[src/hdl/oram_defs.svh]
// ====================================================================
// ORAM path address generator configuration
// tree depth, subtree height, burst counts and DRAM address width
// ====================================================================

`ifndef ORAM_DEFS_SVH
`define ORAM_DEFS_SVH

// leaf level L, the tree has L+1 levels
`define oramLevels 5

// levels per subtree
// keep (oramLevels + 1) a multiple of this so physical indices stay in range
`define subtreeLevels 2

// bursts per full bucket
`define bktBursts 4

// bursts for a header-only access
`define bktHdrBursts 1

// address step per DRAM burst
`define ddrBurstLen 8

// DRAM address width
`define ddrAddrWidth 27

`endif

[src/hdl/oramPkg.sv]
// ====================================================================
// ORAM address generator types
// commands, tree levels, bucket indices and burst numbers
// ====================================================================

`default_nettype none

`include "oram_defs.svh"

package oramPkg;

	localparam int LevelW = $clog2(`oramLevels + 1);
	localparam int BurstW = (`bktBursts > 1) ? $clog2(`bktBursts) : 1;

	// DRAM command, one bit on the wire
	typedef enum logic {
		cmdWrite = 1'b0,
		cmdRead  = 1'b1
	} ddrCmd_t;

	typedef logic [LevelW-1:0] level_t;
	// heap style bucket index, root is 0
	typedef logic [`oramLevels:0] bktIdx_t;
	typedef logic [`oramLevels-1:0] leaf_t;
	typedef logic [BurstW-1:0] burstIdx_t;

endpackage

`default_nettype wire

[src/hdl/pathWalker.sv]
// ====================================================================
// Path walker, stage 1
// latches a request and steps from the root down to the leaf,
// giving the logical and subtree-mapped physical bucket index
// ====================================================================

`default_nettype none

`include "oram_defs.svh"

module pathWalker (
	input  wire                     Clock,
	input  wire                     arstN,
	input  wire                     Start,
	input  wire oramPkg::leaf_t     Leaf,
	input  wire                     ReadNotWrite,
	input  wire                     HeaderOnly,
	input  wire                     BktDone,
	output logic                    Idle,
	output logic                    BktValid,
	output logic                    Read,
	output logic                    Header,
	output oramPkg::bktIdx_t        PhysIdx,
	output oramPkg::bktIdx_t        LogIdx
);

	import oramPkg::*;

	localparam int SubK = `subtreeLevels;
	localparam int DepthW = $clog2(SubK + 1);
	// buckets in one full subtree
	localparam bktIdx_t StSize = bktIdx_t'((1 << SubK) - 1);
	// first node of the bottom row inside a subtree
	localparam bktIdx_t RowBase = bktIdx_t'((1 << (SubK - 1)) - 1);
	localparam level_t LastLevel = level_t'(`oramLevels);
	localparam logic [DepthW-1:0] LastDepth = DepthW'(SubK - 1);

	logic busy;
	level_t level;
	leaf_t leafReg;
	logic readReg;
	logic headerReg;
	bktIdx_t logIdx;
	bktIdx_t stNum;
	bktIdx_t stNode;
	logic [DepthW-1:0] stDepth;
	logic dirBit;
	bktIdx_t bottomPos;

	// leaf bit for this level picks the child, bit 0 first
	assign dirBit = (level < LastLevel) ? leafReg[level] : 1'b0;
	assign bottomPos = stNode - RowBase;

	// ================================================================
	// level and index stepping
	// ================================================================
	always_ff @(posedge Clock or negedge arstN) begin
		if (!arstN) begin
			busy <= 1'b0;
			level <= '0;
			logIdx <= '0;
			stNum <= '0;
			stNode <= '0;
			stDepth <= '0;
		end else if (Start && !busy) begin
			busy <= 1'b1;
			level <= '0;
			logIdx <= '0;
			stNum <= '0;
			stNode <= '0;
			stDepth <= '0;
		end else if (BktDone && busy) begin
			if (level == LastLevel) begin
				// leaf bucket finished
				busy <= 1'b0;
			end else begin
				level <= level_t'(level + 1'b1);
				logIdx <= (logIdx << 1) + bktIdx_t'(1) + bktIdx_t'(dirBit);
				if (stDepth == LastDepth) begin
					// leave through the bottom row into a child subtree
					stNum <= (stNum << SubK) + bktIdx_t'(1) + (bottomPos << 1)
						+ bktIdx_t'(dirBit);
					stNode <= '0;
					stDepth <= '0;
				end else begin
					stNode <= (stNode << 1) + bktIdx_t'(1) + bktIdx_t'(dirBit);
					stDepth <= stDepth + 1'b1;
				end
			end
		end
	end

	// request bits, held for the whole path
	always_ff @(posedge Clock) begin
		if (Start && !busy) begin
			leafReg <= Leaf;
			readReg <= ReadNotWrite;
			headerReg <= HeaderOnly;
		end
	end

	assign Idle = !busy;
	assign BktValid = busy;
	assign Read = readReg;
	assign Header = headerReg;
	assign LogIdx = logIdx;
	// subtrees sit back to back in memory
	assign PhysIdx = stNum * StSize + stNode;

endmodule

`default_nettype wire

[src/hdl/bucketBurstSeq.sv]
// ====================================================================
// Bucket burst sequencer, stage 2
// expands the current bucket into DRAM bursts
// ====================================================================

`default_nettype none

`include "oram_defs.svh"

module bucketBurstSeq (
	input  wire                       Clock,
	input  wire                       arstN,
	input  wire                       BktValid,
	input  wire oramPkg::bktIdx_t     PhysIdx,
	input  wire oramPkg::bktIdx_t     LogIdx,
	input  wire                       Read,
	input  wire                       Header,
	input  wire                       Advance,
	output logic                      BktDone,
	output logic                      BurstValid,
	output oramPkg::bktIdx_t          BurstPhysIdx,
	output oramPkg::burstIdx_t        BurstNum,
	output logic                      BurstRead,
	output oramPkg::bktIdx_t          BurstLogIdx
);

	import oramPkg::*;

	localparam burstIdx_t FullLast = burstIdx_t'(`bktBursts - 1);
	localparam burstIdx_t HdrLast = burstIdx_t'(`bktHdrBursts - 1);

	burstIdx_t burstCnt;
	burstIdx_t burstLast;
	logic take;
	logic lastBurst;

	// header accesses stop early
	assign burstLast = Header ? HdrLast : FullLast;
	assign take = BktValid && Advance;
	assign lastBurst = (burstCnt == burstLast);

	// counter only moves when stage 3 takes a burst
	always_ff @(posedge Clock or negedge arstN) begin
		if (!arstN) begin
			burstCnt <= '0;
		end else if (take) begin
			if (lastBurst)
				burstCnt <= '0;
			else
				burstCnt <= burstCnt + 1'b1;
		end
	end

	// walker steps on the same edge, so no bubble between buckets
	assign BktDone = take && lastBurst;

	assign BurstValid = BktValid;
	assign BurstNum = burstCnt;
	assign BurstPhysIdx = PhysIdx;
	assign BurstLogIdx = LogIdx;
	assign BurstRead = Read;

endmodule

`default_nettype wire

[src/hdl/dramCmdFormer.sv]
// ====================================================================
// DRAM command former, stage 3
// one-entry output register holding command, address and bucket
// ====================================================================

`default_nettype none

`include "oram_defs.svh"

module dramCmdFormer (
	input  wire                       Clock,
	input  wire                       arstN,
	input  wire                       BurstValid,
	input  wire oramPkg::bktIdx_t     BurstPhysIdx,
	input  wire oramPkg::burstIdx_t   BurstNum,
	input  wire                       BurstRead,
	input  wire oramPkg::bktIdx_t     BurstLogIdx,
	input  wire                       CmdReady,
	output logic                      Advance,
	output logic                      CmdValid,
	output oramPkg::ddrCmd_t          Cmd,
	output logic [`ddrAddrWidth-1:0]  Addr,
	output oramPkg::bktIdx_t          BktIdx
);

	import oramPkg::*;

	localparam int AddrW = `ddrAddrWidth;

	logic occupied;
	logic load;
	logic [AddrW-1:0] addrNext;

	// free now, or emptied by the DRAM side this cycle
	assign Advance = !occupied || CmdReady;
	assign load = BurstValid && Advance;

	// bucket base in bursts, plus burst offset, scaled to bytes
	assign addrNext = (AddrW'(BurstPhysIdx) * AddrW'(`bktBursts) + AddrW'(BurstNum))
		* AddrW'(`ddrBurstLen);

	always_ff @(posedge Clock or negedge arstN) begin
		if (!arstN)
			occupied <= 1'b0;
		else if (load)
			occupied <= 1'b1;
		else if (CmdReady)
			occupied <= 1'b0;
	end

	// held steady under back-pressure since load needs Advance
	always_ff @(posedge Clock) begin
		if (load) begin
			Cmd <= BurstRead ? cmdRead : cmdWrite;
			Addr <= addrNext;
			BktIdx <= BurstLogIdx;
		end
	end

	assign CmdValid = occupied;

endmodule

`default_nettype wire

[src/hdl/addrGen.sv]
// ====================================================================
// ORAM path address generator
// turns a path request into one DRAM command per bucket burst
// ====================================================================

`default_nettype none

`include "oram_defs.svh"

module addrGen (
	input  wire                       Clock,
	input  wire                       arstN,
	input  wire                       Start,
	input  wire oramPkg::leaf_t       Leaf,
	input  wire                       ReadNotWrite,
	input  wire                       HeaderOnly,
	output logic                      Ready,
	input  wire                       CmdReady,
	output logic                      CmdValid,
	output oramPkg::ddrCmd_t          Cmd,
	output logic [`ddrAddrWidth-1:0]  Addr,
	output oramPkg::bktIdx_t          BktIdx
);

	import oramPkg::*;

	logic startAccept;
	logic idle;
	logic bktValid;
	logic read;
	logic header;
	bktIdx_t physIdx;
	bktIdx_t logIdx;
	logic bktDone;
	logic advance;
	logic burstValid;
	bktIdx_t burstPhysIdx;
	burstIdx_t burstNum;
	logic burstRead;
	bktIdx_t burstLogIdx;

	// a Start while busy is dropped here
	assign startAccept = Start && Ready;

	// ================================================================
	// stage 1, path walk
	// ================================================================
	pathWalker walker0 (
		.Clock        (Clock),
		.arstN        (arstN),
		.Start        (startAccept),
		.Leaf         (Leaf),
		.ReadNotWrite (ReadNotWrite),
		.HeaderOnly   (HeaderOnly),
		.BktDone      (bktDone),
		.Idle         (idle),
		.BktValid     (bktValid),
		.Read         (read),
		.Header       (header),
		.PhysIdx      (physIdx),
		.LogIdx       (logIdx)
	);

	// stage 2, bursts per bucket
	bucketBurstSeq burstSeq0 (
		.Clock        (Clock),
		.arstN        (arstN),
		.BktValid     (bktValid),
		.PhysIdx      (physIdx),
		.LogIdx       (logIdx),
		.Read         (read),
		.Header       (header),
		.Advance      (advance),
		.BktDone      (bktDone),
		.BurstValid   (burstValid),
		.BurstPhysIdx (burstPhysIdx),
		.BurstNum     (burstNum),
		.BurstRead    (burstRead),
		.BurstLogIdx  (burstLogIdx)
	);

	// stage 3, output register
	dramCmdFormer cmdFormer0 (
		.Clock        (Clock),
		.arstN        (arstN),
		.BurstValid   (burstValid),
		.BurstPhysIdx (burstPhysIdx),
		.BurstNum     (burstNum),
		.BurstRead    (burstRead),
		.BurstLogIdx  (burstLogIdx),
		.CmdReady     (CmdReady),
		.Advance      (advance),
		.CmdValid     (CmdValid),
		.Cmd          (Cmd),
		.Addr         (Addr),
		.BktIdx       (BktIdx)
	);

	// done once the walker is idle and the last command has left
	assign Ready = idle && !CmdValid;

endmodule

`default_nettype wire

[config.mk]
export PLATFORM = sky130hd
export DESIGN_NAME = addrGen
export DESIGN_NICKNAME = d
export VERILOG_FILES = /design/src/hdl/oramPkg.sv /design/src/hdl/pathWalker.sv /design/src/hdl/bucketBurstSeq.sv /design/src/hdl/dramCmdFormer.sv /design/src/hdl/addrGen.sv
export VERILOG_INCLUDE_DIRS = /design/src /design/src/hdl
export SDC_FILE = /design/constraint.sdc
export NUM_CORES = 1
export LEC_CHECK = 0
export BUFFER_PORTS_ARGS = -buffer_cell sky130_fd_sc_hd__buf_2
export CORE_MARGIN = 1.5
export CORE_UTILIZATION = 45
export DETAILED_ROUTE_END_ITERATION = 7
export PLACE_DENSITY_LB_ADDON = 0.1
export REMOVE_ABC_BUFFERS = 1
export SYNTH_ARGS = -nofsm -noshare
export SYNTH_HDL_FRONTEND = slang
export SYNTH_HIERARCHICAL = 1
export SYNTH_SLANG_ARGS = --single-unit
[constraint.sdc]
create_clock -name Clock -period 2.86 [get_ports Clock]
set_input_delay 0.143 -clock Clock [delete_from_list [all_inputs] [get_ports Clock]]
set_output_delay 0.143 -clock Clock [all_outputs]
set_load 0.02 [all_outputs]
After elaboration in Yosys (flattened, before gate mapping) --
Index checks and enable logic that the tools add are counted. Widths: inputs -> output; s select.
Operators by class: equality and inequality tests 4, multiply operators 1, multiplexer cells 29, reduce and logical (&&, ||, !) cells 16, add/subtract/negate cells 13, $lt $le $gt $ge 2
Operator list (number):
- $mux 6 | 11
- $add 6x1->6 | 3
- $add 6x1->6 const B | 3
- $add 6x6->6 | 2
- $mux 2 | 6
- $add 8x2->9 | 1
- $mux 3 | 3
- $mux 1 | 8
- $reduce_bool 2->1 | 4
- $logic_and 1x1->1 | 6
- $mul 6x2->6 const B | 1
- $sub 5x1->5 const B | 1
- $add 2x1->2 const B | 2
- $lt 3x4->1 const B | 1
- $reduce_and 2->1 | 2
- $add 3x1->3 const B | 1
- $bmux 1 s3 | 1
- $eq 3x3->1 const B | 1
- $lt 3x3->1 const B | 1
- $reduce_and 3->1 | 1
- $eq 2x1->1 const B | 1
- $eq 2x2->1 | 1
- $logic_not 1->1 | 2
- $ne 2x1->1 const B | 1
- $logic_or 1x1->1 | 1
Storage, ports and cells: word-level logic and storage cells 79, input bits 11, register bits after elaboration 65, output and inout port bits 36

Logic depth before layout (Yosys ltp) --
depth after elaboration 8, gate-level depth with buffers 9, mapped depth without buffers 9

Hierarchy --
The synthesis kept the hierarchy.
By module, submodules not included:
- pathWalker | cells an instance 171, sequential area each 810.8 um^2, area each 1831.8 um^2, instances 1
- dramCmdFormer | cells an instance 39, sequential area each 475.5 um^2, area each 650.6 um^2, instances 1
- bucketBurstSeq | cells an instance 26, sequential area each 50.0 um^2, area each 211.5 um^2, instances 1
- addrGen | cells an instance 2, sequential area each 0.0 um^2, area each 15.0 um^2, instances 1

Worst setup path after synthesis --
No wires, ideal clock.
path type reg-to-reg, from register walker0.stNum[0], to register cmdFormer0.Addr[10] (data pin), required time 2609 ps, slack 573 ps, buffers on the path 1, setup time 251 ps, clock period less this slack 2287 ps, arrival 2036 ps, stages on the path, launching flop included 8, path through dfrtp_1 -> fa_1 -> ha_1 -> fa_1 -> a21o_1 -> a21oi_1 -> xnor2_1 -> buf_4
On the way: word-level cells in the longest chain between the ends 3
Ends and longest elaborated chain:
- from (decl) | RTL line pathWalker.sv:44 | bktIdx_t stNum;
- from (signal assigned) | RTL line pathWalker.sv:81 | stNum <= (stNum << SubK) + bktIdx_t'(1) + (bottomPos << 1)
- $mul 6x2->6 | RTL line pathWalker.sv:108 | assign PhysIdx = stNum * StSize + stNode;
- $add 6x6->6 | RTL line pathWalker.sv:108
- net physIdx[5] | RTL line addrGen.sv:32 | bktIdx_t physIdx;
- $add 8x2->9 | RTL line dramCmdFormer.sv:39 | assign addrNext = (AddrW'(BurstPhysIdx) * AddrW'(`bktBursts) + AddrW'(BurstNum))
- to (signal assigned) | RTL line dramCmdFormer.sv:55 | Addr <= addrNext;
- to (decl) | RTL line dramCmdFormer.sv:22 | output logic [`ddrAddrWidth-1:0] Addr,
The timed path passes the listed nets, and every way through them passes these cells. A chain may end at the register's enable or synchronous reset.

Worst setup path in the final report --
from register walker0.stNode[1], to register cmdFormer0.Addr[10] (data pin)
On the way: word-level cells in the longest chain between the ends 2
Ends and longest elaborated chain:
- from (decl) | RTL line pathWalker.sv:45 | bktIdx_t stNode;
- from (signal assigned) | RTL line pathWalker.sv:86 | stNode <= (stNode << 1) + bktIdx_t'(1) + bktIdx_t'(dirBit);
- $add 6x6->6 | RTL line pathWalker.sv:108
- net physIdx[5] | RTL line addrGen.sv:32
- $add 8x2->9 | RTL line dramCmdFormer.sv:39
The timed path passes the listed nets, and every way through them passes these cells.

==> qor.txt <==
status: finished, final reports clean
Netlist cell types: 40
Fin. Hold Viols: 0
Layout Utilization: 50.0%
main combinational cell family by area after synthesis: simple AND/OR/NAND/NOR gates
H-tree depth: 2
placed insts: 324
Max Slew Vio Count: 0
WL per Instance: 13.2 um
Clock Sinks: 49
CTS tree: yes
crit share post-route: 79.3%
crit-path max FO: 7
dominant cells by area after synthesis: dfrtp_1 25%, edfxtp_1 24%, buf_4 9.1%
crit-path max cell delay: 490 ps
power density cells: 1220 nW/um2
Post-synth EDFFs: 22
# fillers: 537
Worst-Skew Late Latency: 310 ps
CTS Buf Count: 5
Yosys top cell area share: 24.9%
Clock Path Buffers: 2
GRT overflow: 0
Die Y: 80.6 um
Crit-path slowest cell: dfrtp_1
Post-synth top flop: dfrtp_1
Root Buffer: clkbuf_8
simple-gate area share of the yosys netlist: 11.7%
Crit path max-delay family: adder cells
most frequent cells in the layout: 27 x dfrtp_1, 27 x buf_2, 23 x nand2_1, 22 x edfxtp_1, 19 x conb_1
RSZ-0062 raised after global routing: no
# rows: 28
DRT Wirelength: 4490 um
peak supply drop: 522 uV
compound-cell area share of the yosys netlist: 8.27%
drt pass-1 iters: 4
Worst-path clk slew: 100 ps
largest net degree at the start of global routing: 28
Global Route Usage Sum: 15.4%
max_slew headroom: 58.5%
Finished Layout Cells: 339
Initial Util: 46.3%
#FFs+latches synth: 49
P&R area growth vs syn: 7.99%
WP data required: 2930 ps
setup bufs post-CTS: 0
num ports: 47
Final Setup Violations: 0
nets: 294
CP dominant cell by count: fa_1
Leak: 1.33 nW
sequential area share after synthesis: 49.3%
core area: 5850 um2
initial antenna violation count: 0
Cell Area, Synth: 2710 um2
die area: 6490 um2
crit path kind: reg2reg
Die Span X: 80.6 um
Cells after Synth: 238
synthesized area per cell: 11.4 um2
CP startpoint kind: flop
Initial DRC Count: 66
Highest Clock Rate: 441 MHz
Post-Synth Adder-Cell Area: 10.6%
xor and xnor fraction of the mapped netlist area: 7.76%
number of gates resized after cts: 0
HP Class: in2reg
max cap viols: 0
area leader, netlist: dfrtp_1
Port Buf Inserts: 27
DRC: 0
RePlAce Congestion: 0.835
critical path data arrival time: 2330 ps
yosys warns: 6
share of cells above drive strength 1: 18.6%
Final HPWL DP: 3170 um
worst slew pin tran: 623 ps
Diodes inserted: 0
crit-path cells: fa_1 -> ha_1 -> fa_1 -> a21o_1 -> a21oi_1 -> xnor2_1
vias per cell: 4.78
Crit. End Element: flop
mux contribution to synthesized area: 1.34%
crit path time final: 2270 ps
TNS Setup: 0 ps
vias in the first global route: 1,545
Antenna Nets Post-Route: 0
Worst Path Buf+Inv: 0
routed via count: 1,620
Worst Skew: 14.7 ps
global-route wire length before repair: 7390 um
ys async rst share: 55.1%
## cell families (layout without fill, tap and decap cells)
group	after synthesis	count (layout)
xor gates and xnor gates	24	24
other	1	19
muxes	3	3
adders and majority gates	20	20
buffers and inverters	43	51
AOI/OAI and AO/OA	35	35
DFF	49	49
and+or+nand+nor	63	63
## synthesized netlist by cell type, types with 3 or more instances
library cell	number
buf_4	33
dfrtp_1	27
nand2_1	23
edfxtp_1	22
ha_1	15
xor2_1	14
a21oi_1	11
nor2_1	11
o21ai_0	11
nand3_1	10
xnor2_1	10
fa_1	5
inv_1	5
a211oi_1	4
a21o_1	4
clkbuf_1	3
nor3_1	3
## state kept, by name (all words and copies together), names as in the netlist, 2 cells and up
name	count
walker0/stDepth	2
walker0/level	3
burstSeq0/BurstNum	2
walker0/stNum	6
cmdFormer0/Addr	8
walker0/LogIdx	6
cmdFormer0/BktIdx	6
walker0/leafReg	5
walker0/stNode	6
## worst register-to-register path, cell delays in order, from the launching register on
cell     delay (ps)
dfrtp_1         490
fa_1            460
ha_1            240
fa_1            410
a21o_1          190
a21oi_1         160
xnor2_1          90
## power breakdown
| group | leakage (nW) | total (mW) | internal [mW] | switching [mW] |
|---|---|---|---|---|
| sequential | 0.541 | 1.37 | 1.10 | 0.272 |
| clock | 0.0506 | 0.438 | 0.183 | 0.255 |
| combinational | 0.736 | 1.75 | 0.797 | 0.957 |
| total | 1.33 | 3.56 | 2.08 | 1.48 |
## final cells by class
class | instances | area [um2] | area share [%]
clock buffers | 5 | 68.8 | 2.35
clock inverters | 3 | 28.8 | 0.984
inverters | 6 | 22.5 | 0.770
multi-input cells | 164 | 1150 | 39.2
flip-flops and latches | 49 | 1340 | 45.7
well taps | 75 | 93.8 | 3.21
repair buffers | 37 | 228 | 7.78
## layer usage
layer	part of all wire (%)	track usage (%)	vias up	wire length (um)
li1	-	-	818	-
met1	46	19.4	765	2070
met2	49	25.9	33	2200
met3	3.5	3.41	4	156
met4	1.4	5.17	0	63
met5	0	0	-	0
## through the flow
| step | setup slack (ps) | cell area (um2) | hold slack (ps) | power, mW |
|---|---|---|---|---|
| 3_3_place_gp | 603 | 2760 | 205 | 3.11 |
| 2_1_floorplan | 691 | 2510 | -153 | 2.71 |
| 4_1_cts | 576 | 2920 | 4.14 | 3.61 |
| 5_1_grt | 438 | 2930 | 1.73 | 3.90 |
| 6_report | 593 | 2930 | 18.2 | 3.56 |
| 3_5_place_dp | 581 | 2760 | 206 | 3.15 |
## timing repair
action,4_1_cts,5_1_grt
hold buffers,6,1
hold endpoints to repair,32,1
setup endpoints to repair,0,0
## worst paths after layout
check / from / to / slack (ps) / cells past startpoint
hold / removal: Leaf[2] / walker0/leafReg[2] / 20 / 1
min in group asynchronous: arstN / walker0/stNum[4] / 380 / 2
max in group asynchronous: arstN / walker0/stNode[1] / 2070 / 2
setup / recovery: walker0/stNode[1] / cmdFormer0/Addr[10] / 590 / 6
hold reg to reg: walker0/Read / cmdFormer0/Cmd / 450 / 0
setup reg to reg: walker0/stNode[1] / cmdFormer0/Addr[10] / 590 / 6
(Power assumes the default switching activity.)
